--- src/ntm_tensor_pkg.sv ---
//////////////////////////////////////////////////////////////////////
// Tensor transpose data and geometry types
// Element defaults, per-axis index, tensor dimensions and positions
//////////////////////////////////////////////////////////////////////

package ntm_tensor_pkg;

  //////////////////////////////////////////////////////////////////////
  // Element and buffer defaults
  //////////////////////////////////////////////////////////////////////

  // Element width picked up by the top level
  localparam int DATA_SIZE_DEFAULT = 16;
  // Buffer address width, 4096 entries covers 15*15*15
  localparam int ADDR_SIZE_DEFAULT = 12;

  //////////////////////////////////////////////////////////////////////
  // Geometry
  //////////////////////////////////////////////////////////////////////

  // One axis index, sizes 1 to 15
  localparam int INDEX_SIZE = 4;

  typedef logic [INDEX_SIZE-1:0] index_t;

  // Run-time sizes, size_k is the fastest axis on input
  typedef struct packed {
    index_t size_i;
    index_t size_j;
    index_t size_k;
  } tensor_dims_t;

  // Position along three generic axes
  // pos_c runs fastest, pos_a slowest
  typedef struct packed {
    index_t pos_a;
    index_t pos_b;
    index_t pos_c;
  } tensor_pos_t;

endpackage

--- src/ntm_transpose_ctrl_pkg.sv ---
//////////////////////////////////////////////////////////////////////
// Tensor transpose control types
// Element strobe group and phase FSM encoding
//////////////////////////////////////////////////////////////////////

package ntm_transpose_ctrl_pkg;

  //////////////////////////////////////////////////////////////////////
  // Strobes
  //////////////////////////////////////////////////////////////////////

  // Same layout on input and output streams
  typedef struct packed {
    // First element of a matrix
    logic i_enable;
    // First element of a row
    logic j_enable;
    // Valid element
    logic k_enable;
  } tensor_strobe_t;

  //////////////////////////////////////////////////////////////////////
  // Phase FSM
  //////////////////////////////////////////////////////////////////////

  typedef enum logic [1:0] {
    // Idle, waiting for START
    starter_state = 2'd0,
    // Taking input elements into the buffer
    load_state    = 2'd1,
    // Reading back in swapped axis order
    drain_state   = 2'd2,
    // Last read issued, READY follows
    finish_state  = 2'd3
  } transpose_state_t;

endpackage

--- src/tensor_index_counter.sv ---
//////////////////////////////////////////////////////////////////////
// Tensor index counter
// Nested three-axis position counter with boundary strobes,
// final position flag and realignment from incoming strobes
//////////////////////////////////////////////////////////////////////

`timescale 1ns/1ps

module tensor_index_counter
  import ntm_tensor_pkg::*;
  import ntm_transpose_ctrl_pkg::*;
(
  input  logic           CLK,
  input  logic           RST,
  input  logic           clear,
  input  logic           step,
  input  tensor_dims_t   dims,
  input  tensor_strobe_t realign,
  output tensor_pos_t    pos,
  output tensor_strobe_t first,
  output logic           last
);

  // Stored position, next position to be used
  tensor_pos_t pos_q;
  tensor_pos_t nxt;
  logic        end_a;
  logic        end_b;
  logic        end_c;

  // Current position after realignment
  // Matrix start drops row and column, row start drops column
  always_comb begin
    pos = pos_q;
    if (step && realign.i_enable) begin
      pos.pos_b = '0;
      pos.pos_c = '0;
    end else if (step && realign.j_enable) begin
      pos.pos_c = '0;
    end
  end

  // Axis boundaries, dims permuted by the caller
  assign end_a = (pos.pos_a == dims.size_i - index_t'(1));
  assign end_b = (pos.pos_b == dims.size_j - index_t'(1));
  assign end_c = (pos.pos_c == dims.size_k - index_t'(1));
  assign last  = end_a && end_b && end_c;

  // Boundary strobes for the element at pos
  assign first.k_enable = step;
  assign first.j_enable = step && (pos.pos_c == '0);
  assign first.i_enable = step && (pos.pos_c == '0) && (pos.pos_b == '0);

  // Carry chain c -> b -> a, full wrap back to origin
  always_comb begin
    nxt = pos;
    if (!end_c) begin
      nxt.pos_c = pos.pos_c + index_t'(1);
    end else begin
      nxt.pos_c = '0;
      if (!end_b) begin
        nxt.pos_b = pos.pos_b + index_t'(1);
      end else begin
        nxt.pos_b = '0;
        nxt.pos_a = end_a ? '0 : pos.pos_a + index_t'(1);
      end
    end
  end

  always_ff @(posedge CLK or posedge RST) begin
    if (RST) begin
      pos_q <= '0;
    end else if (clear) begin
      pos_q <= '0;
    end else if (step) begin
      pos_q <= nxt;
    end
  end

endmodule

--- src/ntm_tensor_transpose.sv ---
//////////////////////////////////////////////////////////////////////
// Tensor transpose controller
// Latches sizes, loads the tensor into the buffer in (i, j, k) order,
// drains it in (k, j, i) order with i fastest, then pulses READY
//////////////////////////////////////////////////////////////////////

`timescale 1ns/1ps

module ntm_tensor_transpose
  import ntm_tensor_pkg::*;
  import ntm_transpose_ctrl_pkg::*;
#(
  parameter int DATA_SIZE = DATA_SIZE_DEFAULT,
  parameter int ADDR_SIZE = ADDR_SIZE_DEFAULT
)
(
  input  logic                 CLK,
  input  logic                 RST,

  // Control
  input  logic                 START,
  input  tensor_dims_t         SIZE_IN,
  output logic                 READY,

  // Input stream
  input  tensor_strobe_t       DATA_IN_ENABLE,
  input  logic [DATA_SIZE-1:0] DATA_IN,

  // Output stream
  output tensor_strobe_t       DATA_OUT_ENABLE,
  output logic [DATA_SIZE-1:0] DATA_OUT,

  // Buffer write side
  output logic                 wr_en,
  output logic [ADDR_SIZE-1:0] wr_addr,
  output logic [DATA_SIZE-1:0] wr_data,

  // Buffer read side
  output logic                 rd_en,
  output logic [ADDR_SIZE-1:0] rd_addr,
  input  logic [DATA_SIZE-1:0] rd_data
);

  //////////////////////////////////////////////////////////////////////
  // Signals
  //////////////////////////////////////////////////////////////////////

  transpose_state_t state;

  // Sizes latched on START
  tensor_dims_t dims_q;
  // Sizes as seen by the drain counter, (K, J, I)
  tensor_dims_t out_dims;

  // Counter control
  logic clear_cnt;
  logic in_step;
  logic in_last;
  logic out_step;
  logic out_last;

  // Counter positions and drain boundary strobes
  tensor_pos_t    in_pos;
  tensor_pos_t    out_pos;
  tensor_strobe_t out_first;

  //////////////////////////////////////////////////////////////////////
  // Address arithmetic
  //////////////////////////////////////////////////////////////////////

  // Row-major linear address (a * size_b + b) * size_c + c
  function automatic logic [ADDR_SIZE-1:0] linear_addr(
    input index_t a,
    input index_t b,
    input index_t c,
    input index_t size_b,
    input index_t size_c
  );
    logic [ADDR_SIZE-1:0] row;
    row = ADDR_SIZE'(a) * ADDR_SIZE'(size_b) + ADDR_SIZE'(b);
    return row * ADDR_SIZE'(size_c) + ADDR_SIZE'(c);
  endfunction

  //////////////////////////////////////////////////////////////////////
  // Counters
  //////////////////////////////////////////////////////////////////////

  // Both counters restart on an accepted START
  assign clear_cnt = (state == starter_state) && START;

  // Input strobes only count during load
  assign in_step = (state == load_state) && DATA_IN_ENABLE.k_enable;

  // One read per drain cycle, no gaps
  assign out_step = (state == drain_state);

  // Axes swapped, i becomes the fastest axis
  always_comb begin
    out_dims.size_i = dims_q.size_k;
    out_dims.size_j = dims_q.size_j;
    out_dims.size_k = dims_q.size_i;
  end

  // Load order i, j, k with realignment from the source strobes
  tensor_index_counter u_in_counter (
    .CLK     (CLK),
    .RST     (RST),
    .clear   (clear_cnt),
    .step    (in_step),
    .dims    (dims_q),
    .realign (DATA_IN_ENABLE),
    .pos     (in_pos),
    .first   (),
    .last    (in_last)
  );

  // Drain order k, j, i, self-timed so no realignment
  tensor_index_counter u_out_counter (
    .CLK     (CLK),
    .RST     (RST),
    .clear   (clear_cnt),
    .step    (out_step),
    .dims    (out_dims),
    .realign ('0),
    .pos     (out_pos),
    .first   (out_first),
    .last    (out_last)
  );

  //////////////////////////////////////////////////////////////////////
  // Buffer access
  //////////////////////////////////////////////////////////////////////

  // Element (i, j, k) lands at i*J*K + j*K + k
  assign wr_en   = in_step;
  assign wr_data = DATA_IN;
  assign wr_addr = linear_addr(in_pos.pos_a, in_pos.pos_b, in_pos.pos_c,
                               dims_q.size_j, dims_q.size_k);

  // Drain position is (k, j, i), same linear mapping as the load
  assign rd_en   = out_step;
  assign rd_addr = linear_addr(out_pos.pos_c, out_pos.pos_b, out_pos.pos_a,
                               dims_q.size_j, dims_q.size_k);

  //////////////////////////////////////////////////////////////////////
  // Phase FSM
  //////////////////////////////////////////////////////////////////////

  always_ff @(posedge CLK or posedge RST) begin
    if (RST) begin
      state  <= starter_state;
      dims_q <= '0;
    end else begin
      case (state)
        starter_state: begin
          // START ignored in every other state
          if (START) begin
            dims_q <= SIZE_IN;
            state  <= load_state;
          end
        end
        load_state: begin
          // Drain begins right after the final write
          if (in_step && in_last) begin
            state <= drain_state;
          end
        end
        drain_state: begin
          if (out_last) begin
            state <= finish_state;
          end
        end
        finish_state: begin
          state <= starter_state;
        end
        default: begin
          state <= starter_state;
        end
      endcase
    end
  end

  //////////////////////////////////////////////////////////////////////
  // Output stage
  //////////////////////////////////////////////////////////////////////

  // Strobes delayed one cycle to meet the registered read
  // READY lands one cycle after the last output element
  always_ff @(posedge CLK or posedge RST) begin
    if (RST) begin
      DATA_OUT_ENABLE <= '0;
      READY           <= 1'b0;
    end else begin
      DATA_OUT_ENABLE <= out_first;
      READY           <= (state == finish_state);
    end
  end

  // Zero between elements, buffer data while valid
  assign DATA_OUT = DATA_OUT_ENABLE.k_enable ? rd_data : '0;

endmodule

--- config.mk ---
export PLATFORM = sky130hd
export DESIGN_NAME = ntm_tensor_transpose
export DESIGN_NICKNAME = d
export VERILOG_FILES = /design/src/ntm_tensor_pkg.sv /design/src/ntm_transpose_ctrl_pkg.sv /design/src/tensor_index_counter.sv /design/src/ntm_tensor_transpose.sv
export SDC_FILE = /design/constraint.sdc
export NUM_CORES = 1
export LEC_CHECK = 0
export ABC_AREA = 1
export BUFFER_PORTS_ARGS = -buffer_cell sky130_fd_sc_hd__buf_4
export CAP_MARGIN = 0
export CORE_MARGIN = 2
export CORE_UTILIZATION = 55
export CTS_CLUSTER_SIZE = 24
export DETAILED_ROUTE_END_ITERATION = 16
export GPL_ROUTABILITY_DRIVEN = 0
export PLACE_DENSITY = 0.78
export SYNTH_ARGS = -nofsm -noshare
export SYNTH_HDL_FRONTEND = slang
export SYNTH_SLANG_ARGS = --single-unit
--- constraint.sdc ---
create_clock -name CLK -period 8.2 [get_ports CLK]
set_input_delay 0.82 -clock CLK [delete_from_list [all_inputs] [get_ports CLK]]
set_output_delay 0.82 -clock CLK [all_outputs]
set_load 0.03 [all_outputs]
==> qor.yml, run 1 <==
status: "complete, no violations"
required_ns: 7.38
holdPathEnd: "u_in_counter.pos_q[6]"
overflow: 0
r2r-start: "state[0]"
ir_drop_v: 0.000535
hold_path_class: "flip-flop to flip-flop"
synth.avg_cell_area_um2: 7.11
worstSetupPathType: "flip-flop to output port"
firstDrtPassIters: 4
rsz0062_at_grt: "no"
grt_usage: 0.224
reg2reg_depth: 9
r2r_end: "u_out_counter.pos[10]"
crit_arrival_ns: 6.43
grt_util_met1: 0.307
cp-start-kind: "flip-flop"
cts_resized: 0
cts.sinks: 42
hold_viol_final: 0
row_count: 40
cts_buffers: 5
fmax_mhz: 138
first_global_vias: 5409
antennaDiodeCount: 0
synth-seq-cells: 42
setup_tns_ns: 0
cp_slowest_cell: "dfrtp_1"
met2_usage: 0.386
slew_violations: 0
cpMostUsedCell: "fa_1"
syn_inst: 940
finalSetupViolations: 0
synth_cell_types: 30
leakage_nw: 4.50
multiInputGateArea_um2: 4730
slew_headroom: 0.413
worst_pin_slew_ns: 0.880
fin_nets: 1184
drt_iter0_markers: 320
cp_max_fo: 12
route.detailed.wl_per_inst_um: 12.5
drtAntennaViolNets: 0
cts_max_level: 2
grt_pass1_wl_mm: 24.2
antenna_found_initial: 0
final_layout_size_suffix_gt1_frac: 0.0975
viasPerCell: 5.09
synth-seq-area-share: 0.157
period_minus_slack_ns: 7.25
cts_setup_buffers: 0
reg2reg_setup_slack_ns: 4.99
vias: 5761
regArea_um2: 1050
cts_tree: "built"
synthesis.nets: 1140
holdWs_ns: 0.488
grt_max_degree: 43
hp-start: "u_in_counter.pos_q[6]"
fin_cells: 1132
end_kind: "output port"
clk_path_buf_depth: 2
critPathBufInv: 4
hold_depth: 2
crit_chain: "nand2_1 > fa_1 > fa_1 > fa_1 > inv_1 > ha_1 > nand2_1 > o21ai_0 > nand2_1 > nand2_1 > a21oi_1 > xor2_1 > or2_2 > fa_1 > fa_1 > inv_1 > ha_1 > ha_1 > inv_1 > nor3_1 > nand3_1 > nand4_1 > xor2_1 > buf_4"
grt.busiest_layer: "met2"
route.detailed.drc: 0
n_fill_cell: 1090
maxCapViolCount: 0
die_y_um: 114
grtUsageMet3: 0.0201
die_area_um2: 13000
area_growth_syn_to_layout_pct: 10.5
io_pins: 112
io_buffer_count: 79
core-area_um2: 11900
post-place-cells: 1124
fin_crit_sh: 0.885
finClkSkew_ns: 0.00541
yosys_warnings: 0
path_delay_family: "adder cells"
die_x_um: 114
start_util: 0.561
path_clk_slew_ns: 0.06
powerDensity_nw_per_um2: 407
drt_wl_total_mm: 14.2
netlist_area_um2: 6680
cts_root_buf: "clkbuf_16"
hold_buffers: 0
max_stage_delay_ns: 0.57
insertion_delay_ns: 0.28
dp_hpwl_mm: 11.6
[cell usage after synthesis]
| cell type | instances | area share |
|---|---|---|
| clkinv_1 | 1 | 0.00056 |
| o21bai_1 | 2 | 0.0022 |
| nand3_2 | 4 | 0.0060 |
| a21oi_1 | 26 | 0.019 |
| o2111a_1 | 1 | 0.0017 |
| o211a_1 | 1 | 0.0015 |
| buf_4 | 17 | 0.019 |
| o211ai_1 | 1 | 0.0011 |
| xor2_1 | 36 | 0.047 |
| o31ai_1 | 3 | 0.0034 |
| clkbuf_1 | 17 | 0.0096 |
| nor3b_1 | 1 | 0.0011 |
| or2_2 | 2 | 0.0019 |
| fa_1 | 46 | 0.14 |
| inv_1 | 174 | 0.098 |
| ha_1 | 104 | 0.19 |
| nand2_1 | 253 | 0.14 |
| o21ai_0 | 30 | 0.022 |
| a211oi_1 | 1 | 0.0011 |
| a21o_1 | 1 | 0.0011 |
| xnor2_1 | 14 | 0.018 |
| nor2_1 | 79 | 0.044 |
| nand3b_1 | 4 | 0.0045 |
| nor3_1 | 4 | 0.0030 |
| nand4_1 | 15 | 0.014 |
| dfrtp_1 | 42 | 0.16 |
| nand3_1 | 46 | 0.034 |
| o21ai_1 | 4 | 0.0030 |
| nor2_2 | 2 | 0.0019 |
| buf_2 | 9 | 0.0067 |
[layout by cell type, fill, tap and decap left out]
master / netlist / routed
a211oi_1: 1 / 1
a21o_1: 1 / 1
a21oi_1: 26 / 26
buf_4: 17 / 80
clkbuf_16: 0 / 5
clkbuf_8: 0 / 1
clkinv_1: 1 / 1
clkinvlp_4: 0 / 1
dfrtp_1: 42 / 42
fa_1: 46 / 46
ha_1: 104 / 104
inv_1: 174 / 174
inv_6: 0 / 1
nand2_1: 253 / 253
nand3_1: 46 / 46
nand3_2: 4 / 4
nand3b_1: 4 / 4
nand4_1: 15 / 15
nor2_1: 79 / 79
nor2_2: 2 / 2
nor3_1: 4 / 4
nor3b_1: 1 / 1
o2111a_1: 1 / 1
o211a_1: 1 / 1
o211ai_1: 1 / 1
o21ai_0: 30 / 30
o21ai_1: 4 / 4
o21bai_1: 2 / 2
o31ai_1: 3 / 3
or2_2: 2 / 2
xnor2_1: 14 / 14
xor2_1: 36 / 36
[worst max path at each step]
stage | start | to | depth (start not counted)
5_1_grt | dims_q[6] | wr_addr[10] | 24
2_1_floorplan | dims_q[7] | wr_addr[10] | 24
3_5_place_dp | dims_q[6] | wr_addr[10] | 24
6_report | dims_q[6] | wr_addr[10] | 24
4_1_cts | dims_q[6] | wr_addr[10] | 24
3_3_place_gp | dims_q[6] | wr_addr[10] | 24
[through the flow]
step / setup slack [ns] / power (W) / cell area [µm²] / util
6_report: 0.945 / 0.00301 / 7380 / 0.620
3_5_place_dp: 1.21 / 0.00280 / 7230 / 0.607
3_3_place_gp: 1.35 / 0.00277 / 7230 / 0.607
2_1_floorplan: 1.27 / 0.00219 / 6680 / -
5_1_grt: 0.575 / 0.00333 / 7380 / 0.620
4_1_cts: 0.901 / 0.00303 / 7380 / 0.620
[kinds of logic after synthesis]
kind of cell               count (synthesis)  share of synthesized area
buffers and inverters                    218                      0.134
AOI/OAI and AO/OA                         70                     0.0571
and+or+nand+nor                          410                      0.253
DFF                                       42                      0.157
adders and majority gates                150                      0.333
xor gates and xnor gates                  50                     0.0656
[state kept, by name, indices dropped and copies added (netlist names)]
name,count
u_in_counter.pos,4
u_out_counter.pos_q,8
state,2
DATA_OUT_ENABLE,3
READY,1
u_out_counter.pos,4
u_in_counter.pos_q,8
dims_q,12
[where the power goes]
part           leakage (nW)  switching (W)  internal, W
Clock                0.0735      0.0000856     0.000122
Combinational          3.88        0.00150     0.000867
Sequential            0.549       0.000154     0.000280
Total                  4.50        0.00174      0.00127
[area by class of cell]
class | instances | area share
clock inverters | 2 | 0.00220
well taps | 147 | 0.0249
inverters | 175 | 0.0890
clock buffers | 6 | 0.0188
flip-flops and latches | 42 | 0.142
multi-input cells | 680 | 0.641
repair buffers | 80 | 0.0814
[tightest hold or removal path, stage by stage (launching register included)]
cell     delay [ns]
dfrtp_1        0.35
nand2_1        0.05
nand2_1        0.05
[metal layers]
metal  wire length [µm]  up-vias
li1                   -     2973
met1               6570     2649
met2               6930      122
met3                493       17
met4                165        0
met5                  0        -
Power figures use the tool's default switching activity.
==> inputs of run 2 (changes only) <==
--- a/config.mk
+++ b/config.mk
@@ -13,7 +13,7 @@
 export CTS_CLUSTER_SIZE = 24
 export DETAILED_ROUTE_END_ITERATION = 16
 export GPL_ROUTABILITY_DRIVEN = 0
-export PLACE_DENSITY = 0.78
+export PLACE_DENSITY = 0.8
 export SYNTH_ARGS = -nofsm -noshare
 export SYNTH_HDL_FRONTEND = slang
 export SYNTH_SLANG_ARGS = --single-unit
==> run 2 against run 1 <==
Highest routed layer unchanged. First-iteration DRC count grew 5.0%. Power grew 0.86%. Via count grew 2.0%. Non-clock buffer count is the same. Combinational power is essentially flat. Critical path type unchanged. Largest cell class unchanged. Die area is the same. Final area is the same.
==> qor.yml, run 2 (synthesis results as in run 1) <==
status: "complete, no violations"
drt_iter0_markers: 336
slew_violations: 0
fmax_mhz: 138
slew_headroom: 0.440
grt_max_degree: 43
antennaDiodeCount: 0
cp-start-kind: "flip-flop"
grt_pass1_wl_mm: 24.9
fin_area_um2: 7380
row_count: 40
cp_max_fo: 12
worst_pin_slew_ns: 0.839
maxCapViolCount: 0
overflow: 0
postPlaceCellArea_um2: 7230
cts_setup_buffers: 0
holdWs_ns: 0.499
final_common_cell: "nand2_1"
hold_buffers: 0
hp-start: "u_in_counter.pos_q[6]"
vias: 5875
powerDensity_nw_per_um2: 411
leakage_nw: 4.50
required_ns: 7.38
io_buffer_count: 79
cts_root_buf: "clkbuf_16"
die_area_um2: 13000
cts_resized: 0
cts_buffers: 5
finalSetupViolations: 0
regArea_um2: 1050
cts_max_level: 2
hold_viol_final: 0
insertion_delay_ns: 0.29
clk_path_buf_depth: 2
cts.sinks: 42
viasPerCell: 5.19
layout_common_cells: "253 x nand2_1, 174 x inv_1, 104 x ha_1"
hold_path_class: "flip-flop to flip-flop"
end_kind: "output port"
core-area_um2: 11900
cts_tree: "built"
ir_drop_v: 0.000543
first_global_vias: 5585
drt_wl_total_mm: 14.5
finClkSkew_ns: 0.00366
fin_nets: 1184
n_fill_cell: 1111
route.detailed.wl_per_inst_um: 12.8
crit_arrival_ns: 6.44
multiInputGateArea_um2: 4730
reg_top3: "dims_q: 12 flops, u_in_counter.pos_q: 8 flops, u_out_counter.pos_q: 8 flops"
r2r-start: "state[0]"
worstSetupPathType: "flip-flop to output port"
drtAntennaViolNets: 0
regMostFlops: "dims_q"
path_clk_slew_ns: 0.07
grt_usage: 0.230
io_pins: 112
setup_tns_ns: 0
area_growth_syn_to_layout_pct: 10.5
total_power_w: 0.00303
period_minus_slack_ns: 7.26
antenna_found_initial: 0
dp_hpwl_mm: 11.8
final_layout_size_suffix_gt1_frac: 0.0975
rsz0062_at_grt: "no"
firstDrtPassIters: 5
largest_register_ffs: 12
start_util: 0.561
crit_start: "dims_q[6]"
die_x_um: 114
die_y_um: 114
route.detailed.drc: 0
fin_crit_sh: 0.886
## run 2: where the power goes
part           switching, W  internal [W]
logic               0.00152      0.000869
clock network     0.0000914      0.000122
registers          0.000156      0.000280
total               0.00176       0.00127
## run 2: critical path, stage by stage, from the launching register on
cell and delay, ns:
dfrtp_1 0.56, nand2_1 0.13, fa_1 0.50, fa_1 0.52, fa_1 0.54, inv_1 0.04, ha_1 0.33, nand2_1 0.06
o21ai_0 0.23, nand2_1 0.08, nand2_1 0.07, a21oi_1 0.07, xor2_1 0.18, or2_2 0.31, fa_1 0.48, fa_1 0.54
inv_1 0.04, ha_1 0.28, ha_1 0.31, inv_1 0.08, nor3_1 0.24, nand3_1 0.10, nand4_1 0.11, xor2_1 0.15
buf_4 0.17
## run 2: metal layers
| metal | GRT usage | share of wire |
|---|---|---|
| met1 | 0.311 | 0.46 |
| met2 | 0.406 | 0.49 |
| met5 | 0 | 0 |
| met3 | 0.0191 | 0.036 |
| met4 | 0.0439 | 0.012 |
## run 2: through the flow
stage / setup slack [ns] / cells / util
global placement: 1.36 / 1124 / 0.607
detailed placement: 1.22 / 1124 / 0.607
CTS: 0.908 / 1132 / 0.620
finish: 0.938 / 1132 / 0.620
floorplan: 1.27 / 940 / -
global route: 0.486 / 1132 / 0.620
## run 2: final timing paths
| check | end | slack, ns | depth (start not counted) |
|---|---|---|---|
| setup / recovery | wr_addr[10] | 0.94 | 24 |
| hold / removal | u_in_counter.pos_q[6] | 0.50 | 2 |
| setup reg to reg | u_out_counter.pos[9] | 5.02 | 8 |
| hold reg to reg | u_in_counter.pos_q[6] | 0.50 | 2 |
| max in group asynchronous | dims_q[3] | 7.13 | 3 |
| min in group asynchronous | state[1] | 0.67 | 3 |
## run 2: layout make-up
cell class              count  share of cell area
flip-flops and latches     42               0.142
clock inverters             2             0.00220
repair buffers             80              0.0814
inverters                 175              0.0890
well taps                 147              0.0249
clock buffers               6              0.0188
multi-input cells         680               0.641
